## src/hw/rhythm_macros.svh

```systemverilog
`ifndef RHYTHM_MACROS_SVH
`define RHYTHM_MACROS_SVH

// Note code layout
`define KEY_W       7
`define NOTE_W      9
`define SCORE_W     14

// Chart size
`define CHART_LEN   32
`define IDX_W       5

// Timing in prog_clk cycles
`define COUNT_TICKS 4
`define NOTE_TICKS  8
// NOTE_TICKS has to be a multiple of SCAN_TICKS
`define SCAN_TICKS  2

// Credit per scan
`define PTS_HIT     5
`define PTS_LATE1   3
`define PTS_LATE2   2
`define PTS_AUTO    4

// Register map
`define AXI_ADDR_W  9
`define REG_CTRL    9'h000
`define REG_COUNT   9'h004
`define REG_STATUS  9'h008
`define REG_SCORE   9'h00C
`define CHART_BASE  9'h100

`endif
```

## src/hw/rhythm_pkg.sv

```systemverilog
`include "rhythm_macros.svh"

package rhythm_pkg;

    // One-hot key field C..B in the low bits, octave up above it, octave down on top
    typedef logic [`NOTE_W-1:0] note_t;

    typedef logic [`SCORE_W-1:0] score_t;

    // Chart entry index
    typedef logic [`IDX_W-1:0] note_idx_t;

    // Encoding is what REG_STATUS reports
    typedef enum logic [1:0] {
        IDLE      = 2'd0,
        COUNTDOWN = 2'd1,
        PLAYING   = 2'd2,
        DONE      = 2'd3
    } play_state_e;

endpackage

```

## src/hw/rhythm_top.sv

```systemverilog
`timescale 1ns/10ps
`include "rhythm_macros.svh"

module rhythm_top (
    input  logic                   prog_clk,
    input  logic                   rst,
    input  logic [`AXI_ADDR_W-1:0] awaddr,
    input  logic                   awvalid,
    output logic                   awready,
    input  logic [31:0]            wdata,
    input  logic [3:0]             wstrb,
    input  logic                   wvalid,
    output logic                   wready,
    output logic [1:0]             bresp,
    output logic                   bvalid,
    input  logic                   bready,
    input  logic [`AXI_ADDR_W-1:0] araddr,
    input  logic                   arvalid,
    output logic                   arready,
    output logic [31:0]            rdata,
    output logic [1:0]             rresp,
    output logic                   rvalid,
    input  logic                   rready,
    input  rhythm_pkg::note_t      play_keys,
    output rhythm_pkg::note_t      play_note,
    output logic [7:0]             led,
    output logic                   playing,
    output logic                   done
);

    logic                    start_pulse;
    logic                    auto_play;
    logic [`IDX_W:0]         note_count;
    rhythm_pkg::note_t       chart_note;
    rhythm_pkg::play_state_e state;
    rhythm_pkg::note_idx_t   cur_idx;
    rhythm_pkg::score_t      score;
    rhythm_pkg::score_t      max_score;

    assign playing = (state == rhythm_pkg::PLAYING);
    assign done    = (state == rhythm_pkg::DONE);

    chart_regs u_regs (
        .prog_clk    (prog_clk),
        .rst         (rst),
        .awaddr      (awaddr),
        .awvalid     (awvalid),
        .awready     (awready),
        .wdata       (wdata),
        .wstrb       (wstrb),
        .wvalid      (wvalid),
        .wready      (wready),
        .bresp       (bresp),
        .bvalid      (bvalid),
        .bready      (bready),
        .araddr      (araddr),
        .arvalid     (arvalid),
        .arready     (arready),
        .rdata       (rdata),
        .rresp       (rresp),
        .rvalid      (rvalid),
        .rready      (rready),
        .cur_idx     (cur_idx),
        .state       (state),
        .score       (score),
        .max_score   (max_score),
        .chart_note  (chart_note),
        .note_count  (note_count),
        .auto_play   (auto_play),
        .start_pulse (start_pulse)
    );

    play_sequencer u_seq (
        .prog_clk    (prog_clk),
        .rst         (rst),
        .start_pulse (start_pulse),
        .auto_play   (auto_play),
        .note_count  (note_count),
        .chart_note  (chart_note),
        .play_keys   (play_keys),
        .state       (state),
        .cur_idx     (cur_idx),
        .play_note   (play_note),
        .led         (led)
    );

    score_keeper u_score (
        .prog_clk    (prog_clk),
        .rst         (rst),
        .start_pulse (start_pulse),
        .state       (state),
        .auto_play   (auto_play),
        .chart_note  (chart_note),
        .play_keys   (play_keys),
        .score       (score),
        .max_score   (max_score)
    );

endmodule

```

## src/hw/score_keeper.sv

```systemverilog
`timescale 1ns/10ps
`include "rhythm_macros.svh"

module score_keeper (
    input  logic                    prog_clk,
    input  logic                    rst,
    input  logic                    start_pulse,
    input  rhythm_pkg::play_state_e state,
    input  logic                    auto_play,
    input  rhythm_pkg::note_t       chart_note,
    input  rhythm_pkg::note_t       play_keys,
    output rhythm_pkg::score_t      score,
    output rhythm_pkg::score_t      max_score
);

    localparam int SCAN_W = ($clog2(`SCAN_TICKS) > 0) ? $clog2(`SCAN_TICKS) : 1;

    localparam rhythm_pkg::score_t HIT   = `PTS_HIT;
    localparam rhythm_pkg::score_t LATE1 = `PTS_LATE1;
    localparam rhythm_pkg::score_t LATE2 = `PTS_LATE2;
    localparam rhythm_pkg::score_t AUTO  = `PTS_AUTO;

    logic [SCAN_W-1:0] scan_tick;
    logic              scan;
    logic              note_live;
    logic              key_down;
    rhythm_pkg::note_t hist_prev;
    rhythm_pkg::note_t hist_old;

    assign scan      = (state == rhythm_pkg::PLAYING) && (scan_tick == '0);
    assign note_live = (chart_note[`KEY_W-1:0] != '0);
    assign key_down  = (play_keys[`KEY_W-1:0] != '0);

    // Scan phase restarts on entry into PLAYING
    always_ff @(posedge prog_clk or posedge rst) begin
        if (rst) begin
            scan_tick <= '0;
        end else if (state != rhythm_pkg::PLAYING) begin
            scan_tick <= '0;
        end else if (scan_tick == SCAN_W'(`SCAN_TICKS - 1)) begin
            scan_tick <= '0;
        end else begin
            scan_tick <= scan_tick + 1'b1;
        end
    end

    always_ff @(posedge prog_clk or posedge rst) begin
        if (rst) begin
            score     <= '0;
            max_score <= '0;
            hist_prev <= '0;
            hist_old  <= '0;
        end else if (start_pulse) begin
            score     <= '0;
            max_score <= '0;
            hist_prev <= '0;
            hist_old  <= '0;
        end else if (scan && note_live) begin
            max_score <= max_score + HIT;
            if (auto_play) begin
                score <= score + AUTO;
            end else if (key_down) begin
                hist_prev <= play_keys;
                hist_old  <= hist_prev;
                // Late matches look at the captures before this scan
                if (play_keys == chart_note) begin
                    score <= score + HIT;
                end else if (hist_prev == chart_note) begin
                    score <= score + LATE1;
                end else if (hist_old == chart_note) begin
                    score <= score + LATE2;
                end
            end
        end
    end

endmodule

```

## src/hw/play_sequencer.sv

```systemverilog
`timescale 1ns/10ps
`include "rhythm_macros.svh"

module play_sequencer (
    input  logic                    prog_clk,
    input  logic                    rst,
    input  logic                    start_pulse,
    input  logic                    auto_play,
    input  logic [`IDX_W:0]         note_count,
    input  rhythm_pkg::note_t       chart_note,
    input  rhythm_pkg::note_t       play_keys,
    output rhythm_pkg::play_state_e state,
    output rhythm_pkg::note_idx_t   cur_idx,
    output rhythm_pkg::note_t       play_note,
    output logic [7:0]              led
);

    // Four countdown steps of COUNT_TICKS each
    localparam int CD_LEN = 4 * `COUNT_TICKS;
    localparam int CD_W   = $clog2(CD_LEN);
    localparam int SLOT_W = ($clog2(`NOTE_TICKS) > 0) ? $clog2(`NOTE_TICKS) : 1;

    logic [CD_W-1:0]   cd_cnt;
    logic [SLOT_W-1:0] slot_tick;
    logic              slot_start;
    logic              last_note;
    logic [`KEY_W-1:0] keys;
    logic [7:0]        led_next;

    assign slot_start = (state == rhythm_pkg::PLAYING) && (slot_tick == '0);
    assign last_note  = (({1'b0, cur_idx} + 1'b1) == note_count);

    always_ff @(posedge prog_clk or posedge rst) begin
        if (rst) begin
            state     <= rhythm_pkg::IDLE;
            cd_cnt    <= '0;
            slot_tick <= '0;
            cur_idx   <= '0;
        end else begin
            case (state)
                rhythm_pkg::IDLE, rhythm_pkg::DONE: begin
                    if (start_pulse) begin
                        cur_idx   <= '0;
                        slot_tick <= '0;
                        // Start cycle is the first countdown cycle
                        cd_cnt    <= CD_W'(1);
                        if (note_count == '0) begin
                            state <= rhythm_pkg::DONE;
                        end else begin
                            state <= rhythm_pkg::COUNTDOWN;
                        end
                    end
                end
                rhythm_pkg::COUNTDOWN: begin
                    if (cd_cnt == CD_W'(CD_LEN - 1)) begin
                        state <= rhythm_pkg::PLAYING;
                    end else begin
                        cd_cnt <= cd_cnt + 1'b1;
                    end
                end
                rhythm_pkg::PLAYING: begin
                    if (slot_tick == SLOT_W'(`NOTE_TICKS - 1)) begin
                        slot_tick <= '0;
                        if (last_note) begin
                            state <= rhythm_pkg::DONE;
                        end else begin
                            cur_idx <= cur_idx + 1'b1;
                        end
                    end else begin
                        slot_tick <= slot_tick + 1'b1;
                    end
                end
                default: begin
                    state <= rhythm_pkg::IDLE;
                end
            endcase
        end
    end

    // LED pattern for the current chart note
    assign keys = chart_note[`KEY_W-1:0];

    always_comb begin
        led_next[0]   = chart_note[`KEY_W] | chart_note[`KEY_W+1];
        led_next[7:1] = '0;
        if ((keys != '0) && ((keys & (keys - 1'b1)) == '0)) begin
            // C on led[7] down to B on led[1]
            for (int i = 0; i < `KEY_W; i++) begin
                led_next[7-i] = keys[i];
            end
        end
    end

    always_ff @(posedge prog_clk or posedge rst) begin
        if (rst) begin
            play_note <= '0;
            led       <= '0;
        end else if (slot_start) begin
            play_note <= auto_play ? chart_note : play_keys;
            led       <= led_next;
        end
    end

endmodule

```

## src/hw/chart_regs.sv

```systemverilog
`timescale 1ns/10ps
`include "rhythm_macros.svh"

module chart_regs (
    input  logic                    prog_clk,
    input  logic                    rst,
    input  logic [`AXI_ADDR_W-1:0]  awaddr,
    input  logic                    awvalid,
    output logic                    awready,
    input  logic [31:0]             wdata,
    input  logic [3:0]              wstrb,
    input  logic                    wvalid,
    output logic                    wready,
    output logic [1:0]              bresp,
    output logic                    bvalid,
    input  logic                    bready,
    input  logic [`AXI_ADDR_W-1:0]  araddr,
    input  logic                    arvalid,
    output logic                    arready,
    output logic [31:0]             rdata,
    output logic [1:0]              rresp,
    output logic                    rvalid,
    input  logic                    rready,
    input  rhythm_pkg::note_idx_t   cur_idx,
    input  rhythm_pkg::play_state_e state,
    input  rhythm_pkg::score_t      score,
    input  rhythm_pkg::score_t      max_score,
    output rhythm_pkg::note_t       chart_note,
    output logic [`IDX_W:0]         note_count,
    output logic                    auto_play,
    output logic                    start_pulse
);

    localparam int CNT_W = `IDX_W + 1;

    rhythm_pkg::note_t chart_mem [`CHART_LEN];

    logic        wr_hs;
    logic        rd_hs;
    logic        run_idle;
    logic [31:0] rd_word;

    // Chart window starts at CHART_BASE, one word per entry
    function automatic logic in_chart(input logic [`AXI_ADDR_W-1:0] addr);
        logic [`AXI_ADDR_W-1:0] base;
        base = `CHART_BASE;
        return addr[`AXI_ADDR_W-1:`IDX_W+2] == base[`AXI_ADDR_W-1:`IDX_W+2];
    endfunction

    // Address and data taken together, only with no response pending
    assign awready = ~bvalid;
    assign wready  = ~bvalid;
    // Full-word writes only
    assign wr_hs   = awvalid & wvalid & ~bvalid;

    assign arready = ~rvalid;
    assign rd_hs   = arvalid & ~rvalid;

    // Always OKAY
    assign bresp = 2'b00;
    assign rresp = 2'b00;

    assign run_idle = (state == rhythm_pkg::IDLE) || (state == rhythm_pkg::DONE);

    assign chart_note = chart_mem[cur_idx];

    always_ff @(posedge prog_clk or posedge rst) begin
        if (rst) begin
            bvalid      <= 1'b0;
            rvalid      <= 1'b0;
            auto_play   <= 1'b0;
            note_count  <= '0;
            start_pulse <= 1'b0;
        end else begin
            start_pulse <= 1'b0;

            if (wr_hs) begin
                bvalid <= 1'b1;
            end else if (bready) begin
                bvalid <= 1'b0;
            end

            if (rd_hs) begin
                rvalid <= 1'b1;
            end else if (rready) begin
                rvalid <= 1'b0;
            end

            if (wr_hs && (awaddr == `REG_CTRL)) begin
                auto_play   <= wdata[1];
                // Start only counts between runs
                start_pulse <= wdata[0] & run_idle;
            end

            if (wr_hs && (awaddr == `REG_COUNT)) begin
                if (wdata > 32'(`CHART_LEN)) begin
                    note_count <= CNT_W'(`CHART_LEN);
                end else begin
                    note_count <= wdata[`IDX_W:0];
                end
            end
        end
    end

    // Chart storage and read data
    always_ff @(posedge prog_clk) begin
        if (wr_hs && in_chart(awaddr)) begin
            chart_mem[awaddr[`IDX_W+1:2]] <= wdata[`NOTE_W-1:0];
        end
        if (rd_hs) begin
            rdata <= rd_word;
        end
    end

    always_comb begin
        rd_word = '0;
        if (in_chart(araddr)) begin
            rd_word[`NOTE_W-1:0] = chart_mem[araddr[`IDX_W+1:2]];
        end else begin
            case (araddr)
                `REG_CTRL: begin
                    // Start bit reads back as zero
                    rd_word[1] = auto_play;
                end
                `REG_COUNT: begin
                    rd_word[`IDX_W:0] = note_count;
                end
                `REG_STATUS: begin
                    rd_word[1:0]        = state;
                    rd_word[`IDX_W+7:8] = cur_idx;
                end
                `REG_SCORE: begin
                    rd_word[`SCORE_W-1:0]   = score;
                    rd_word[`SCORE_W+15:16] = max_score;
                end
                default: begin
                    rd_word = '0;
                end
            endcase
        end
    end

endmodule

```

## config.mk

```make
export PLATFORM = sky130hd
export DESIGN_NAME = rhythm_top
export DESIGN_NICKNAME = d
export VERILOG_FILES = /design/src/hw/rhythm_pkg.sv /design/src/hw/rhythm_top.sv /design/src/hw/score_keeper.sv /design/src/hw/play_sequencer.sv /design/src/hw/chart_regs.sv
export VERILOG_INCLUDE_DIRS = /design/src /design/src/hw
export SDC_FILE = /design/constraint.sdc
export NUM_CORES = 1
export LEC_CHECK = 0
export BUFFER_PORTS_ARGS = -buffer_cell sky130_fd_sc_hd__buf_2
export CAP_MARGIN = 20
export CORE_ASPECT_RATIO = 1.5
export CORE_MARGIN = 3
export CORE_UTILIZATION = 50
export CTS_BUF_LIST = sky130_fd_sc_hd__clkbuf_8
export DETAILED_ROUTE_END_ITERATION = 8
export GPL_TIMING_DRIVEN = 0
export PLACE_DENSITY = 0.7
export SLEW_MARGIN = 20
export SYNTH_ARGS = -nofsm -noshare
export SYNTH_HDL_FRONTEND = slang
export SYNTH_SLANG_ARGS = --single-unit
```

## constraint.sdc

```tcl
create_clock -name prog_clk -period 7.28 [get_ports prog_clk]
set_input_delay 0.728 -clock prog_clk [delete_from_list [all_inputs] [get_ports prog_clk]]
set_output_delay 0.728 -clock prog_clk [all_outputs]
set_load 0.03 [all_outputs]
```

=== Word level (Yosys, flattened, before mapping) ===
Memories as Yosys holds them, arrays and structs flattened.
Index checks and enable logic that the tools add are counted.

* $add $sub $neg: 11
* Order comparisons: 1
* Equality and inequality tests: 23
* Multiplexer cells: 51
* Bitwise operators: 10
* Reduce and logical (&&, ||, !) cells: 32

{| class="wikitable"
|+ Operator list
! cell !! count
|-
| $mux 14 || 9
|-
| $mux 9 || 10
|-
| $add 14x3->14 const B || 3
|-
| $gt 32x6->1 const B || 1
|-
| $add 14x2->14 const B || 2
|-
| $eq 9x9->1 || 3
|-
| $pmux 5 s2 || 2
|-
| $eq 9x3->1 const B || 2
|-
| $eq 9x4->1 const B || 2
|-
| $logic_not 9->1 || 2
|-
| $pmux 4 s2 || 2
|-
| $mux 5 || 3
|-
| $reduce_bool 7->1 || 2
|-
| $mux 2 || 6
|-
| $reduce_bool 2->1 || 6
|-
| $ne 2x2->1 const B || 5
|-
| $mux 1 || 9
|-
| $reduce_and 3->1 || 3
|-
| $eq 2x2->1 const B || 4
|-
| $mux 4 || 2
|-
| $reduce_and 4->1 || 2
|-
| $and 7x7->7 || 1
|-
| $logic_and 1x1->1 || 7
|-
| $logic_not 7->1 || 1
|-
| other kinds (29) || 39
|}

* Bits in registers: 120
* Memory bits (writable): 288
* Bits of input ports: 70
* Output and inout bits: 60
* Word-level logic and storage cells: 148
* Memories: 1

{| class="wikitable"
|+ Memory list
! memory !! words !! width !! read ports !! clocked after memory_dff !! write ports !! RTL line !! RTL
|-
| u_regs.chart_mem || 32 || 9 || 2 || 0 || 1 || chart_regs.sv:36 || <nowiki>rhythm_pkg::note_t chart_mem [`CHART_LEN];</nowiki>
|}

=== Depth between registers and ports, before layout ===
An unclocked memory read counts as a cell.

* Depth after elaboration: 9
* Mapped depth: 18
* Depth with buffers taken out: 11

=== Cells and area by module ===
A second synthesis with hierarchy kept.

* Cell total of the unflattened synthesis: 1306
* Area, all modules: 20273.2 um2

{| class="wikitable"
|+ Modules (own cells, without submodules)
! module !! times used !! cells an instance !! area each (um2) !! sequential area each (um2)
|-
| chart_regs || 1 || 766 || 15220.8 || 9739.3
|-
| score_keeper || 1 || 344 || 3213.1 || 1176.1
|-
| play_sequencer || 1 || 194 || 1823.0 || 775.7
|-
| rhythm_top || 1 || 2 || 16.3 || 0.0
|}

=== Least setup slack after synthesis ===
OpenSTA, ideal clock, no wires.

* Kind: flip-flop to flip-flop
* Start: register u_seq.cur_idx[0]
* End: register u_score.score[6]
* Library setup time: 0.066 ns
* Arrival time: 3.834 ns
* Data required time: 7.214 ns
* Path slack: 3.380 ns
* Cell stages (with the launch flop): 14
* Buffers on the path: 2
* Clock period less this slack: 3.900 ns
* Cells stage by stage: dfrtp_1 buf_6 buf_6 mux4_2 mux4_2 xor2_1 or3_1 a32oi_1 nand4b_1 nor3_4 mux2_2 or4_1 a311o_1 nand2_1

* Longest elaborated chain between the ends: 8
* Elaborated cells on any way between the ends: 15
* Those cells by class: eq/ne (3); mux (6); reduce/logical (5); memory (1)

{| class="wikitable"
|+ RTL lines
! element !! RTL line !! RTL
|-
| start, declared || play_sequencer.sv:13 || <nowiki>output rhythm_pkg::note_idx_t cur_idx,</nowiki>
|-
| start signal, assigned || play_sequencer.sv:67 || <nowiki>cur_idx <= cur_idx + 1'b1;</nowiki>
|-
| $mem_v2 32x9 (*) || - ||
|-
| $eq 9x9->1 || score_keeper.sv:68 || <nowiki>end else if (hist_prev == chart_note) begin</nowiki>
|-
| $mux 14 || score_keeper.sv:68 ||
|-
| $mux 14 || score_keeper.sv:66 || <nowiki>if (play_keys == chart_note) begin</nowiki>
|-
| $mux 14 || score_keeper.sv:62 || <nowiki>end else if (key_down) begin</nowiki>
|-
| $mux 14 || score_keeper.sv:60 || <nowiki>if (auto_play) begin</nowiki>
|-
| $mux 14 || score_keeper.sv:58 || <nowiki>end else if (scan && note_live) begin</nowiki>
|-
| $mux 14 || score_keeper.sv:53 || <nowiki>end else if (start_pulse) begin</nowiki>
|-
| end signal, assigned || score_keeper.sv:61 || <nowiki>score <= score + AUTO;</nowiki>
|-
| end signal, assigned || score_keeper.sv:67 || <nowiki>score <= score + HIT;</nowiki>
|-
| end signal, assigned || score_keeper.sv:69 || <nowiki>score <= score + LATE1;</nowiki>
|-
| end, declared || score_keeper.sv:12 || <nowiki>output rhythm_pkg::score_t score,</nowiki>
|}

Every way passes the cells marked *; elsewhere a longest branch is shown, timed or not. The select of a mux whose other input is x is not followed.
A chain may end at the register's enable or synchronous reset.

=== Final worst setup path ===
* Start: register u_seq.cur_idx[0]
* End: register u_score.hist_old[0]

* Longest elaborated chain between the ends: 5

{| class="wikitable"
|+ RTL lines
! element !! RTL line !! RTL
|-
| $mem_v2 32x9 || - ||
|-
| $reduce_bool 7->1 || score_keeper.sv:31 || <nowiki>assign note_live = (chart_note[`KEY_W-1:0] != '0);</nowiki>
|-
| $logic_and 1x1->1 || score_keeper.sv:58 ||
|-
| $reduce_bool 2->1 (no source line) || - ||
|-
| $reduce_and 3->1 (no source line) || - ||
|-
| end signal, assigned || score_keeper.sv:64 || <nowiki>hist_old <= hist_prev;</nowiki>
|-
| end, declared || score_keeper.sv:28 || <nowiki>rhythm_pkg::note_t hist_old;</nowiki>
|}

Every way passes these cells.

==> impl_metrics.ini <==
[run_status]
status = complete, no violations

[drt]
ant_nets = 0
vias = 14100
viasPerCell = 6.46
wl_per_cell_um = 28.7
drtIter0Drc = 1685
drt_pass1_iterations = 8
drt_wl_total_mm = 62.7
drc_errors = 0

[die]
core-area_mm2 = 0.0396
die_w_um = 170
dieHeight_um = 253
pin_count = 130
fp.dieArea_mm2 = 0.0431
initial_utilization = 0.511
core.rowCount = 89

[yosys]
synthCells = 1454
avgSynthCellArea_um2 = 13.9
async_flop_share = 0.218
syn-cell-area_mm2 = 0.0203
ys_types = 74
ys.warnings.count = 0
ys_seq_elements = 404
seq_area_frac_synth = 0.577
dominantRegCellSynth = edfxtp_1
synth_edf_count = 316

[layout]
regArea_mm2 = 0.0117
fill_cells = 3226
drive_above_1_share = 0.222
utilization = 0.573
areaGrowthSynthToFinish_pct = 12.0
final_nets = 1723
fin_cells = 2184
stdcell_area_mm2 = 0.0227
multiInputGateArea_mm2 = 0.00800

[power_and_ir_drop]
power_density_mw_per_mm2 = 259
leakagePower_nw = 7.98
vdd_drop_max_mv = 0.166

[global_routing]
grt_max_degree = 77
grt_pass1_vias = 14100
grt_pass1_wl_mm = 91.4
grtUsageTotal = 0.292
antenna_found_initial = 1
gr-total-overflow = 0

[clock_network]
cts-root-buf = clkbuf_8
cts_tree = yes
cts_buffer_depth = 3
cts_setup_buffers = 0
path_clk_slew_ns = 0.07
htree_levels = 2
cts.sinks = 404
cts_buffers = 58
insertion_delay_ns = 0.63

[critical_path]
end_kind = flip-flop
reg2reg_depth = 14
worstSetupPathType = flip-flop to flip-flop
cp_num_buf_inv = 5
worst_path_largest_cell_delay_ns = 0.84
startpoint_type = flip-flop
cp.arrival_ns = 7.10
path_cells = buf_6, nor2b_1, clkbuf_1, clkbuf_1, a22oi_1, a31oi_1, nand2_1, or4_1, o21ai_1, buf_2, nor3_1, nor2_1, clkbuf_1, o21ai_0
crit_slowest_cell = nor2b_1
r2r_slack_ns = 0.67
crit_family = buffers and inverters
timing.rr.end = u_score.hist_old[0]
required_ns = 7.76
r2r-start = u_seq.cur_idx[0]
cp_common_cell = clkbuf_1
crit_path_max_fanout = 10

[timing]
setup_viol = 0
fin_crit_sh = 0.908
drv_slew = 0
hold_viol_final = 0
rsz0062_at_grt = no
setup-tns-final_ns = 0
min_period_ns = 6.61
tightestPinTransition_ns = 1.15
clock_skew_ns = 0.0196
fmax_ghz = 0.151
slew_headroom = 0.227

[min_path]
hold_start = rready
min_path_type = primary input to flip-flop
holdPathEnd = u_regs.rvalid
min_path_cells = 2

[placement]
placed_cells_incl_taps = 2074
place_congestion = 1.02
port_buffers = 112
dp_hpwl_mm = 46.1
placed_cell_area_mm2 = 0.0215

[run]
maxCapViolCount = 0
logic make-up after synthesis:
| kind of cell | count (synthesis) | synth area share |
|---|---|---|
| buf+inv | 125 | 0.0304 |
| xor+xnor | 33 | 0.0143 |
| other cells | 1 | 0.000185 |
| flops | 404 | 0.577 |
| mux | 242 | 0.192 |
| simple gates | 394 | 0.0964 |
| compound gates | 238 | 0.0796 |
| fa+ha+maj | 17 | 0.0105 |
per-layer routing:
layer	track usage	share of wire	wire, µm	vias to the layer above
met3	0.0570	0.082	5120	203
met5	0	0	0	-
met4	0.201	0.084	5270	0
met1	0.330	0.34	21100	7091
li1	-	-	-	6055
met2	0.496	0.50	31100	764
sequential cells by signal, indices dropped and copies added, names as in the netlist:
name	flops
u_score.hist_old	9
u_score.hist_prev	9
u_seq.slot_tick	3
u_regs.auto_play	1
u_regs.rvalid	1
u_seq.state	2
u_regs.start_pulse	1
u_regs.chart_mem	288
u_regs.note_count	6
u_seq.cur_idx	5
u_score.max_score	14
u_score.score	14
u_score.scan_tick	1
u_regs.rdata	28
u_seq.play_note	9
u_regs.bvalid	1
u_seq.led	8
u_seq.cd_cnt	4
worst register-to-register path, cell delays in order (launching register included):
cell and delay (ns):
dfrtp_1 0.40, buf_6 0.15, nor2b_1 0.84, clkbuf_1 0.79, clkbuf_1 0.81, a22oi_1 0.52, a31oi_1 0.54, nand2_1 0.22
or4_1 0.53, o21ai_1 0.19, buf_2 0.30, nor3_1 0.09, nor2_1 0.48, clkbuf_1 0.43, o21ai_0 0.17
report_power, final:
part	internal, mW	total [mW]	switching (mW)
combinational	0.490	1.37	0.877
clock	0.934	1.81	0.876
sequential	2.60	2.70	0.0994
cells in the mapped netlist, drive strengths merged (3+ instances only):
cell | n | share of area
edfxtp | 316 | 0.47
mux2i | 119 | 0.059
nand2 | 119 | 0.022
mux4 | 117 | 0.13
dfrtp | 88 | 0.11
nor2 | 87 | 0.016
o21ai | 66 | 0.016
clkbuf | 50 | 0.0093
buf | 49 | 0.016
nand3 | 42 | 0.010
a22oi | 37 | 0.014
a21oi | 34 | 0.0084
inv | 23 | 0.0043
nor3 | 23 | 0.0062
nor2b | 22 | 0.0068
xnor2 | 21 | 0.0091
and2 | 18 | 0.0056
ha | 17 | 0.010
nor4 | 17 | 0.0067
a22o | 14 | 0.0060
xor2 | 12 | 0.0052
and3 | 11 | 0.0034
nand2b | 11 | 0.0034
nand3b | 10 | 0.0037
o31ai | 10 | 0.0037
a211oi | 9 | 0.0033
a31oi | 9 | 0.0028
nand4 | 8 | 0.0028
o22ai | 8 | 0.0025
or3 | 8 | 0.0025
mux2 | 6 | 0.0033
o31a | 6 | 0.0026
or4 | 6 | 0.0022
o41ai | 5 | 0.0025
or2 | 5 | 0.0015
a2111oi | 4 | 0.0020
a21boi | 4 | 0.0015
a21o | 4 | 0.0015
a221oi | 3 | 0.0016
a32o | 3 | 0.0015
a32oi | 3 | 0.0013
clkinv | 3 | 0.00056
nand4b | 3 | 0.0013
o21a | 3 | 0.0011
how the worst max path moves through the flow:
stage                     startpoint                   end  depth (start not counted)  slack, ns
floorplan           u_seq.cur_idx[0]      u_score.score[6]                         13       3.38
global placement    u_seq.cur_idx[0]   u_score.hist_old[0]                         14       1.11
detailed placement  u_seq.cur_idx[0]  u_score.hist_prev[2]                         14       1.07
CTS                 u_seq.cur_idx[0]  u_score.hist_prev[2]                         14       1.04
global route        u_seq.cur_idx[0]  u_score.hist_prev[7]                         14       0.58
finish              u_seq.cur_idx[0]   u_score.hist_old[0]                         14       0.67
per-stage QoR:
stage	power (mW)	hold slack, ns	setup WS [ns]
CTS	5.87	0.252	1.04
detailed placement	4.10	0.472	1.07
global route	6.09	0.272	0.581
global placement	4.06	0.465	1.11
floorplan	3.63	0.387	3.38
finish	5.88	0.273	0.667
cell usage in the layout, fill, tap and decap left out, types with 12 or more instances in the layout:
| master | instances |
|---|---|
| nor3_1 | 22 |
| ha_1 | 17 |
| nor4_1 | 15 |
| a22oi_1 | 37 |
| mux2i_1 | 119 |
| a21oi_1 | 34 |
| buf_4 | 18 |
| o21ai_0 | 64 |
| nor2b_1 | 21 |
| a22o_1 | 14 |
| inv_1 | 41 |
| and2_1 | 18 |
| clkbuf_8 | 66 |
| mux4_2 | 117 |
| nand2_1 | 119 |
| xor2_1 | 12 |
| nor2_1 | 87 |
| edfxtp_1 | 316 |
| nand3_1 | 42 |
| xnor2_1 | 21 |
| buf_2 | 122 |
| clkbuf_1 | 48 |
| dfrtp_1 | 88 |
cell type report:
type                            instances  share of cell area
Antenna cell                            1            0.000110
Buffer                                 99              0.0230
Clock buffer                           66              0.0400
Clock inverter                         41              0.0110
Inverter                               26             0.00452
Multi-Input combinational cell        932               0.352
Sequential cell                       404               0.515
Tap cell                              500              0.0275
Timing Repair Buffer                  115              0.0268
repair_timing:
| action | 4_1_cts | 5_1_grt |
|---|---|---|
| hold endpoints to repair | 6 | 0 |
| hold buffers | 1 | 0 |
| gates resized for setup | 0 | 0 |
No activity file was read; power rests on OpenSTA's default activity.
